==> src/verilog/soc_pkg.sv <==
`default_nettype none

package soc_pkg;

    // store width on the data bus, none marks a read
    typedef enum logic [2:0] {
        STORE_NONE   = 3'd0,
        STORE_BYTE   = 3'd1,
        STORE_HALF   = 3'd2,
        STORE_WORD   = 3'd3,
        STORE_DOUBLE = 3'd4
    } mem_store_type_t;

    // one data bus request as driven by the core
    typedef struct packed {
        logic            valid;
        logic [63:0]     addr;
        logic [63:0]     wdata;
        mem_store_type_t store_type;
    } bus_req_t;

    typedef logic [7:0] char_t;

    // address map
    localparam logic [63:0] PERIPHERAL_BASE     = 64'h0000_0000_8000_0000;
    localparam logic [63:0] TIMER_MTIME_ADDR    = PERIPHERAL_BASE;
    localparam logic [63:0] TIMER_MTIMECMP_ADDR = TIMER_MTIME_ADDR + 64'd8;
    localparam logic [63:0] STDOUT_ADDR         = PERIPHERAL_BASE + 64'd64;

    // character buffer
    localparam int FIFO_DEPTH = 4;
    localparam int FIFO_AW    = $clog2(FIFO_DEPTH);

    // serial line, 8N1
    localparam int BAUD_DIV   = 8;
    localparam int BAUD_W     = $clog2(BAUD_DIV);
    localparam int FRAME_BITS = 10;
    localparam int BIT_W      = $clog2(FRAME_BITS);

    // slot of the machine timer in the interrupt vector
    localparam int TIMER_IRQ_BIT = 7;

endpackage

`default_nettype wire

==> src/verilog/bus_decode.sv <==
`timescale 1ns/1ps
`default_nettype none

module bus_decode (
    input  logic        timer_taken,
    input  logic        stdout_taken,
    input  logic [63:0] timer_rdata,
    output logic [63:0] d_rdata,
    output logic        d_ready
);

    // read data from whichever peripheral claims the address
    // stdout is write only so it never returns data
    always_comb begin
        d_rdata = '0;
        if (timer_taken) begin
            d_rdata = timer_rdata;
        end
    end

    // ready in the same cycle as the hit
    // an address nobody claims is never acknowledged
    assign d_ready = timer_taken | stdout_taken;

    // the peripheral address windows must not overlap
    always_comb begin
        assert final (!(timer_taken && stdout_taken))
        else $error("bus_decode: timer and stdout both claim the access");
    end

endmodule

`default_nettype wire

==> src/verilog/char_fifo.sv <==
`timescale 1ns/1ps
`default_nettype none

module char_fifo (
    input  logic           clk,
    input  logic           arst_n,
    input  logic           push,
    input  soc_pkg::char_t push_data,
    input  logic           pop,
    output soc_pkg::char_t head,
    output logic           full,
    output logic           empty
);
    import soc_pkg::*;

    char_t              mem [FIFO_DEPTH];
    logic [FIFO_AW-1:0] wr_ptr;
    logic [FIFO_AW-1:0] rd_ptr;
    logic [FIFO_AW:0]   count;

    always_ff @(posedge clk) begin
        if (push) begin
            mem[wr_ptr] <= push_data;
        end
    end

    // pointers wrap on their own since depth is a power of two
    always_ff @(posedge clk or negedge arst_n) begin
        if (!arst_n) begin
            wr_ptr <= '0;
            rd_ptr <= '0;
            count  <= '0;
        end else begin
            if (push) begin
                wr_ptr <= wr_ptr + 1'b1;
            end
            if (pop) begin
                rd_ptr <= rd_ptr + 1'b1;
            end
            case ({push, pop})
                2'b10:   count <= count + 1'b1;
                2'b01:   count <= count - 1'b1;
                default: count <= count;
            endcase
        end
    end

    assign head  = mem[rd_ptr];
    assign full  = count == (FIFO_AW + 1)'(FIFO_DEPTH);
    assign empty = count == '0;

    a_no_overflow: assert property (
        @(posedge clk) disable iff (!arst_n)
        push |-> !full
    ) else $error("char_fifo: overflow");

    a_no_underflow: assert property (
        @(posedge clk) disable iff (!arst_n)
        pop |-> !empty
    ) else $error("char_fifo: underflow");

endmodule

`default_nettype wire

==> src/verilog/soc_periph.sv <==
`timescale 1ns/1ps
`default_nettype none

module soc_periph (
    input  logic                     clk,
    input  logic                     arst_n,
    input  logic                     d_valid,
    input  logic [63:0]              d_addr,
    input  logic [63:0]              d_wdata,
    input  soc_pkg::mem_store_type_t d_store_type,
    output logic [63:0]              d_rdata,
    output logic                     d_ready,
    output logic [7:0]               interrupt_sources,
    output logic                     tx
);
    import soc_pkg::*;

    bus_req_t    req;
    logic        timer_taken;
    logic        stdout_taken;
    logic [63:0] timer_rdata;
    logic        timer_irq;
    logic        push;
    char_t       push_data;
    logic        pop;
    char_t       head;
    logic        full;
    logic        empty;

    assign req = '{valid: d_valid, addr: d_addr, wdata: d_wdata, store_type: d_store_type};

    // only the machine timer raises an interrupt for now
    always_comb begin
        interrupt_sources = '0;
        interrupt_sources[TIMER_IRQ_BIT] = timer_irq;
    end

    bus_decode bus_decode_i (
        .timer_taken  (timer_taken),
        .stdout_taken (stdout_taken),
        .timer_rdata  (timer_rdata),
        .d_rdata      (d_rdata),
        .d_ready      (d_ready)
    );

    timer timer_i (
        .clk    (clk),
        .arst_n (arst_n),
        .req    (req),
        .taken  (timer_taken),
        .rdata  (timer_rdata),
        .irq    (timer_irq)
    );

    stdout_port stdout_port_i (
        .clk       (clk),
        .arst_n    (arst_n),
        .req       (req),
        .full      (full),
        .taken     (stdout_taken),
        .push      (push),
        .push_data (push_data)
    );

    char_fifo char_fifo_i (
        .clk       (clk),
        .arst_n    (arst_n),
        .push      (push),
        .push_data (push_data),
        .pop       (pop),
        .head      (head),
        .full      (full),
        .empty     (empty)
    );

    uart_tx uart_tx_i (
        .clk    (clk),
        .arst_n (arst_n),
        .empty  (empty),
        .head   (head),
        .pop    (pop),
        .tx     (tx)
    );

endmodule

`default_nettype wire

==> src/verilog/stdout_port.sv <==
`timescale 1ns/1ps
`default_nettype none

module stdout_port (
    input  logic              clk,
    input  logic              arst_n,
    input  soc_pkg::bus_req_t req,
    input  logic              full,
    output logic              taken,
    output logic              push,
    output soc_pkg::char_t    push_data
);
    import soc_pkg::*;

    logic hit;

    // only stores count, reads of this address stay unanswered
    assign hit = req.valid && (req.addr == STDOUT_ADDR) && (req.store_type != STORE_NONE);

    // hold the core off while the buffer has no room
    assign taken = hit && !full;

    // character enters the buffer on the completing edge
    assign push      = taken;
    assign push_data = req.wdata[7:0];

    // a held-off store stays on the bus until there is room
    a_hold_while_full: assert property (
        @(posedge clk) disable iff (!arst_n)
        (hit && full) |=> hit
    ) else $error("stdout_port: held-off store dropped before it was taken");

endmodule

`default_nettype wire

==> src/verilog/timer.sv <==
`timescale 1ns/1ps
`default_nettype none

module timer (
    input  logic              clk,
    input  logic              arst_n,
    input  soc_pkg::bus_req_t req,
    output logic              taken,
    output logic [63:0]       rdata,
    output logic              irq
);
    import soc_pkg::*;

    logic [63:0] mtime;
    logic [63:0] mtimecmp;
    logic        hit_mtime;
    logic        hit_cmp;
    logic        is_write;
    logic [63:0] wmask;

    // bytes touched by a store of the given width
    function automatic logic [63:0] store_mask(mem_store_type_t st);
        case (st)
            STORE_BYTE:   store_mask = 64'h0000_0000_0000_00ff;
            STORE_HALF:   store_mask = 64'h0000_0000_0000_ffff;
            STORE_WORD:   store_mask = 64'h0000_0000_ffff_ffff;
            STORE_DOUBLE: store_mask = 64'hffff_ffff_ffff_ffff;
            default:      store_mask = '0;
        endcase
    endfunction

    assign hit_mtime = req.valid && (req.addr == TIMER_MTIME_ADDR);
    assign hit_cmp   = req.valid && (req.addr == TIMER_MTIMECMP_ADDR);
    assign is_write  = req.store_type != STORE_NONE;
    assign wmask     = store_mask(req.store_type);

    // writes to mtime are dropped but still acknowledged
    assign taken = hit_mtime | hit_cmp;
    assign rdata = hit_cmp ? mtimecmp : mtime;

    always_ff @(posedge clk or negedge arst_n) begin
        if (!arst_n) begin
            mtime <= '0;
        end else begin
            mtime <= mtime + 64'd1;
        end
    end

    // compare starts at all ones so nothing fires out of reset
    always_ff @(posedge clk or negedge arst_n) begin
        if (!arst_n) begin
            mtimecmp <= '1;
        end else if (hit_cmp && is_write) begin
            mtimecmp <= (mtimecmp & ~wmask) | (req.wdata & wmask);
        end
    end

    // registered compare, one cycle behind the counter
    always_ff @(posedge clk or negedge arst_n) begin
        if (!arst_n) begin
            irq <= 1'b0;
        end else begin
            irq <= mtime >= mtimecmp;
        end
    end

endmodule

`default_nettype wire

==> src/verilog/uart_tx.sv <==
`timescale 1ns/1ps
`default_nettype none

module uart_tx (
    input  logic           clk,
    input  logic           arst_n,
    input  logic           empty,
    input  soc_pkg::char_t head,
    output logic           pop,
    output logic           tx
);
    import soc_pkg::*;

    typedef enum logic {
        TX_IDLE,
        TX_SEND
    } tx_state_t;

    tx_state_t              state;
    logic [FRAME_BITS-1:0]  shift;
    logic [BAUD_W-1:0]      baud_cnt;
    logic [BIT_W-1:0]       bit_cnt;
    logic                   bit_end;
    logic                   last_bit;

    assign bit_end  = (state == TX_SEND) && (baud_cnt == BAUD_W'(BAUD_DIV - 1));
    assign last_bit = bit_cnt == BIT_W'(FRAME_BITS - 1);

    // take a new character when idle or right as the stop bit ends,
    // so frames can run back to back
    assign pop = !empty && ((state == TX_IDLE) || (bit_end && last_bit));

    always_ff @(posedge clk or negedge arst_n) begin
        if (!arst_n) begin
            state    <= TX_IDLE;
            shift    <= '1;
            baud_cnt <= '0;
            bit_cnt  <= '0;
        end else if (pop) begin
            // stop, data lsb first, start
            state    <= TX_SEND;
            shift    <= {1'b1, head, 1'b0};
            baud_cnt <= '0;
            bit_cnt  <= '0;
        end else if (bit_end) begin
            baud_cnt <= '0;
            shift    <= {1'b1, shift[FRAME_BITS-1:1]};
            if (last_bit) begin
                state   <= TX_IDLE;
                bit_cnt <= '0;
            end else begin
                bit_cnt <= bit_cnt + 1'b1;
            end
        end else if (state == TX_SEND) begin
            baud_cnt <= baud_cnt + 1'b1;
        end
    end

    // line idles high because the shifter fills with ones
    assign tx = shift[0];

    a_idle_high: assert property (
        @(posedge clk) disable iff (!arst_n)
        (state == TX_IDLE) |-> tx
    ) else $error("uart_tx: line low while idle");

endmodule

`default_nettype wire
==> config.mk <==
export PLATFORM = sky130hd
export DESIGN_NAME = soc_periph
export DESIGN_NICKNAME = d
export VERILOG_FILES = /design/src/verilog/soc_pkg.sv /design/src/verilog/bus_decode.sv /design/src/verilog/char_fifo.sv /design/src/verilog/soc_periph.sv /design/src/verilog/stdout_port.sv /design/src/verilog/timer.sv /design/src/verilog/uart_tx.sv
export SDC_FILE = /design/constraint.sdc
export NUM_CORES = 1
export LEC_CHECK = 0
export ABC_AREA = 1
export BUFFER_PORTS_ARGS = -buffer_cell sky130_fd_sc_hd__buf_2
export CAP_MARGIN = 15
export CORE_MARGIN = 2
export CORE_UTILIZATION = 36
export CTS_CLUSTER_DIAMETER = 30
export DETAILED_ROUTE_END_ITERATION = 10
export PLACE_DENSITY = 0.65
export SETUP_SLACK_MARGIN = 0.1
export SLEW_MARGIN = 20
export SYNTH_ARGS = -nofsm -noshare
export SYNTH_HDL_FRONTEND = slang
export SYNTH_SLANG_ARGS = --single-unit
export TNS_END_PERCENT = 50
==> constraint.sdc <==
create_clock -name clk -period 6.8 [get_ports clk]
set_input_delay 0.68 -clock clk [delete_from_list [all_inputs] [get_ports clk]]
set_output_delay 0.68 -clock clk [all_outputs]
set_load 0.02 [all_outputs]
* After elaboration in Yosys (flattened, before gate mapping)
Memories as Yosys holds them, arrays and structs flattened.
Index checks and enable logic that the tools add are counted.
** Operators by class
- Add/subtract/negate cells :: 7
- Magnitude comparators :: 1
- Eq/ne operators :: 12
- Mux-type cells :: 17
- Bitwise gates (word level) :: 7
- Reductions and logical operators :: 19
** Operators by type and width (number)
- $pmux 64 s4 :: 1
- $eq 64x32->1 const B :: 3
- $and 64x64->64 :: 2
- $mux 64 :: 2
- $add 64x1->64 const B :: 1
- $ge 64x64->1 :: 1
- $not 64->64 :: 1
- $or 64x64->64 :: 1
- $mux 10 :: 2
- $mux 4 :: 3
- $eq 3x3->1 const B :: 3
- $logic_and 1x1->1 :: 9
- $mux 3 :: 3
- $add 3x1->3 const B :: 2
- $eq 3x2->1 const B :: 2
- $pmux 3 s2 :: 1
- $reduce_bool 2->1 :: 3
- $reduce_bool 3->1 :: 2
- $mux 1 :: 5
- $add 2x1->2 const B :: 2
- $add 4x1->4 const B :: 1
- $eq 4x4->1 const B :: 1
- $eq 3x1->1 const B :: 1
- $logic_not 3->1 :: 1
- other kinds (8) :: 10
** Word-level totals
- Bits in registers :: 154
- Bits in writable memories :: 32
- Input bits :: 134
- Memories kept :: 1
** Memories
- char_fifo_i.mem :: depth 4, width 8, rd ports 1, clocked after Yosys merged registers in 0, write ports 1, RTL line char_fifo.sv:16 : char_t mem [FIFO_DEPTH];

* Longest topological paths before layout
- Depth after elaboration :: 7
- Gate-level depth with buffers :: 15
- Mapped depth without buffers :: 15

* Cells and area by module
A second synthesis with hierarchy kept.
** Unflattened totals
- Cells, all modules :: 1784
- Area total of the unflattened synthesis :: 12846.1 µm²
** By module, submodules not included
- timer :: instances 1, cells an instance 1279, area each 9122.5 µm²
- char_fifo :: instances 1, cells an instance 142, area each 1709.1 µm²
- uart_tx :: instances 1, cells an instance 116, area each 960.9 µm²
- bus_decode :: instances 1, cells an instance 138, area each 560.5 µm²
- stdout_port :: instances 1, cells an instance 100, area each 429.2 µm²
- soc_periph :: instances 1, cells an instance 9, area each 63.8 µm²

* Worst setup path after synthesis
No wires, ideal clock.
- Path type :: input -> output
- From :: input d_addr[23]
- To :: output d_rdata[14]
- Arrival time :: 1.970 ns
- Data required time :: 6.120 ns
- Setup slack :: 4.150 ns
- Stages :: 11
- Path buffers :: 2
- Path through :: nor2_1 nand2_1 nor2_2 nand3_2 nor2_4 nand2_2 nand2_1 inv_2 buf_6 buf_6 nor2_1
** On the way
- Cells in the longest elaborated chain, start to end :: 4
- Elaborated cells between the ends (all ways) :: 7
** Ends and longest elaborated chain
- from (decl) :: RTL line soc_periph.sv:8 : input logic [63:0] d_addr,
- $eq 64x32->1 (on tied branches) :: RTL line timer.sv:33, timer.sv:32
- $logic_and 1x1->1 (on tied branches) :: RTL line timer.sv:33, timer.sv:32
- $mux 64 / $or 1x1->1 (equally long branches) :: RTL line timer.sv:39, timer.sv:38
- $mux 64 * :: RTL line bus_decode.sv:16 : if (timer_taken) begin
- to (decl) :: RTL line soc_periph.sv:11 : output logic [63:0] d_rdata,
Mark *: on every way between the ends. The rest lies on a longest branch, timed or not.

* Final worst setup path
- From :: input d_addr[2]
- To :: output d_rdata[3]
Same word-level chain as after synthesis.

==> results_tabular.tex <==
\begin{tabular}{lr}
\hline
Metric & Value \\
\hline
\multicolumn{2}{l}{\textbf{Critical path}} \\
Worst setup EP type & output pin \\
Slowest library cell on the worst path & o21ai\_0 \\
Critical Setup Path Class & input pin to output pin \\
Required time at the endpoint of the critical path & 6120 ps \\
Largest driver fanout on the critical path & 113 \\
Endpoint arrival time on the critical path & 2720 ps \\
Stage delay of the slowest cell on the critical path & 520 ps \\
Critical path cell sequence & buf\_2, nor2\_1, nand2\_1, nor2\_1, nand2\_1, nor2\_4, nand2\_4, buf\_6, o21ai\_0, nor2\_1, buf\_2 \\
Cell with the most instances on the worst path & nor2\_1 \\
CP startpoint kind & input pin \\
\multicolumn{2}{l}{\textbf{Clocking}} \\
Clock slew at reported path FFs & 80 ps \\
Post-CTS Repair Setup Buffers & 0 \\
Number of levels the H-tree was split into & 4 \\
Count of clock tree sinks & 185 \\
Root Driver & clkbuf\_16 \\
Number of hold buffers added after cts & 0 \\
PostCTS Resize Cnt & 0 \\
Worst-case clock buffer depth & 2 \\
Num CTS Buffers & 17 \\
Latest clock arrival within the worst-skew pair & 450 ps \\
CTS tree & done \\
\multicolumn{2}{l}{\textbf{Timing}} \\
\# setup viols final & 0 \\
Worst slew margin relative to its limit & 40.1\% \\
Unrepaired setup endpoints after global routing & false \\
Final clock skew & 13.7 ps \\
Share of the clock period used by the worst path after layout & 50.0\% \\
Total count of max-transition violations in the final report & 0 \\
Fmax & 294 MHz \\
Clock period minus worst slack & 3400 ps \\
Tightest Pin Transition & 898 ps \\
Setup TNS & 0 ps \\
Final hold vios & 0 \\
\multicolumn{2}{l}{\textbf{Yosys}} \\
Post-synthesis share of cell area spent on full adders, half adders and majority gates & 8.05\% \\
Post-synth EDFFs & 32 \\
Area share of xor/xnor cells in the synthesized design & 4.69\% \\
Share of the synthesized area in compound gates (AO/OA/AOI/OAI) & 8.31\% \\
Combined area of all synthesized cells & 11800 um\^{}2 \\
Number of instances in the synthesized netlist & 1537 \\
Largest family of logic cells by synthesized area & simple AND/OR/NAND/NOR gates \\
Count of cell types in the netlist & 43 \\
Synth Area per Inst & 7.65 um\^{}2 \\
Number of warnings printed during yosys synthesis & 0 \\
Main flop type after synthesis & dfrtp\_1 \\
Flop and latch count out of synthesis & 185 \\
Multiplexer area fraction after synthesis & 0\% \\
Share of flip-flops with an asynchronous set or reset after synthesis & 82.7\% \\
Share of the yosys chip area belonging to registers & 41.5\% \\
Simple-Gate Fraction of Synth Area & 27.6\% \\
\multicolumn{2}{l}{\textbf{Detailed routing}} \\
Drt first-iter violations & 681 \\
Post-detailed-route wirelength per cell & 15.0 um \\
Number of vias in the routed layout & 10506 \\
First-pass DRT Iterations & 5 \\
Vias/cell & 4.83 \\
Antenna Nets Post-Route & 0 \\
Final Routed Wirelength & 32.5 mm \\
Post-detailed-route DRC marker count & 0 \\
\multicolumn{2}{l}{\textbf{Floorplanning}} \\
Area enclosed by the die boundary & 34100 um\^{}2 \\
Initial Utilization & 36.3\% \\
Die H & 185 um \\
Cell row count & 66 \\
Core region area & 32400 um\^{}2 \\
Ports & 208 \\
Die Span X & 185 um \\
\multicolumn{2}{l}{\textbf{Placement}} \\
Port Buf Inserts & 200 \\
Final Wtd Congestion & 0.915 \\
Hpwl dp & 25.5 mm \\
\multicolumn{2}{l}{\textbf{Finish}} \\
Relative area change from synthesis to final layout & 16.0\% \\
Most frequent cells in the layout & nand2\_1 (370), nor2\_1 (222), inv\_1 (205) \\
Layout Nets & 1927 \\
Commonest non-fill, non-tap cell in the layout & nand2\_1 \\
Fraction of final layout cells sized beyond drive strength 1 & 19.2\% \\
FILL cells & 3376 \\
\multicolumn{2}{l}{\textbf{Power}} \\
Seq pwr share & 49.9\% \\
Total Power Consumption & 2.26 mW \\
Worst supply voltage drop on vdd & 0.162 mV \\
Leak Pwr & 6.79 nW \\
Power density over the cells & 166 nW/um\^{}2 \\
Switching share of power & 26.2\% \\
Internal Pwr Total & 1.67 mW \\
Net switching power figure & 0.592 mW \\
Portion of total power attributed to combinational logic & 3.6\% \\
Part of the power in the clock network & 46.5\% \\
\multicolumn{2}{l}{\textbf{Global routing}} \\
Global routing usage summed across all routing layers & 19.7\% \\
Wire length of the first global-routing pass & 52.7 mm \\
Number of global-route vias before repair & 10179 \\
Overall overflow remaining after global route & 0 \\
Largest net degree at the start of global routing & 114 \\
Number of antenna violations at the first check in global routing & 1 \\
\multicolumn{2}{l}{\textbf{Run status}} \\
Outcome & completed \\
\multicolumn{2}{l}{\textbf{Flow run}} \\
Total of max-cap violations & 0 \\
\multicolumn{2}{l}{\textbf{Min path}} \\
Worst min path class & input pin to asynchronous set/reset pin \\
\hline
\end{tabular}
-- power groups by stage --
stage,clock network (mW),logic [mW],registers [mW]
CTS,1.07,0.0827,1.13
finish,1.05,0.0808,1.13
detailed placement,0,0.0823,1.15
floorplan,0,0.0201,1.15
global placement,0,0.0805,1.15
global route,1.12,0.0910,1.13
-- synth_stat cells (2+ instances only) --
cell,n,area share [%]
o211ai_1,4,0.26
xnor2_1,2,0.15
buf_4,11,0.70
nand2_1,370,12
nor2_1,222,7.1
nand4_1,54,2.9
inv_1,205,6.5
dfstp_2,73,16
a21oi_1,34,1.4
dfrtp_1,80,17
ha_1,74,7.9
inv_2,2,0.064
a21o_1,2,0.13
nand2_2,4,0.21
nand3_2,2,0.17
nand3_1,54,2.3
nand3b_1,2,0.13
buf_2,9,0.38
clkbuf_1,10,0.32
clkbuf_2,2,0.085
nor2_2,6,0.32
o22ai_1,7,0.37
o21ai_1,63,2.7
edfxtp_1,32,8.2
o21ai_0,70,3.0
nor3_1,46,2.0
nor2_4,5,0.48
xor2_1,61,4.5
buf_6,17,1.6
-- stage by stage --
stage          setup WS, ps  instance area (um^2)  hold slack (ps)  util (%)  cells
4_1_cts                3190                 13600              354      42.1   2173
2_1_floorplan          4150                 11800              384         -   1543
6_report               3400                 13600              313      42.1   2174
3_5_place_dp           3200                 13000              469      40.2   2141
5_1_grt                3250                 13600              387      42.1   2173
3_3_place_gp           3240                 13000              464      40.2   2141
-- critical path: cells and delay by family --
family	cells	cell delay, ps
simple gates	7	860
buf+inv	3	650
compound gates	1	520
-- cell families (layout without fill, tap and decap cells) --
family,count (synthesis),count (layout)
other cells,1,8
simple gates,770,770
fa+ha+maj,75,75
xor+xnor,63,63
flops,185,185
compound gates,186,186
buf+inv,257,445
-- metal layers --
| layer | track usage (%) | vias up | wire length, um |
|---|---|---|---|
| li1 | - | 5307 | - |
| met1 | 28.2 | 4935 | 15800 |
| met2 | 30.9 | 226 | 14700 |
| met3 | 2.87 | 38 | 1500 |
| met4 | 5.27 | 0 | 506 |
| met5 | 0 | - | 0 |
-- path summary, 6_finish.rpt --
check                                      start               endpoint  slack, ps  depth (start not counted)
setup / recovery                       d_addr[2]             d_rdata[3]       3400                         11
hold / removal                            arst_n  char_fifo_i.wr_ptr[1]        310                          1
setup reg to reg           uart_tx_i.baud_cnt[0]   char_fifo_i.count[1]       3810                         10
hold reg to reg                         register               register        480                          2
max in group asynchronous                 arst_n            timer_i.irq       5170                          2
min in group clk                     d_wdata[62]               register        430                          3
-- cell type report --
| class | count | area [um^2] | share of cell area (%) |
|---|---|---|---|
| Antenna cell | 1 | 2.50 | 0.0183 |
| Tap cell | 442 | 553 | 4.06 |
| Multi-Input combinational cell | 1101 | 5750 | 42.2 |
| Clock buffer | 17 | 425 | 3.12 |
| Inverter | 208 | 781 | 5.72 |
| Timing Repair Buffer | 205 | 1050 | 7.69 |
| Clock inverter | 15 | 194 | 1.42 |
| Sequential cell | 185 | 4880 | 35.8 |
No activity file was read; power rests on OpenSTA's default activity.
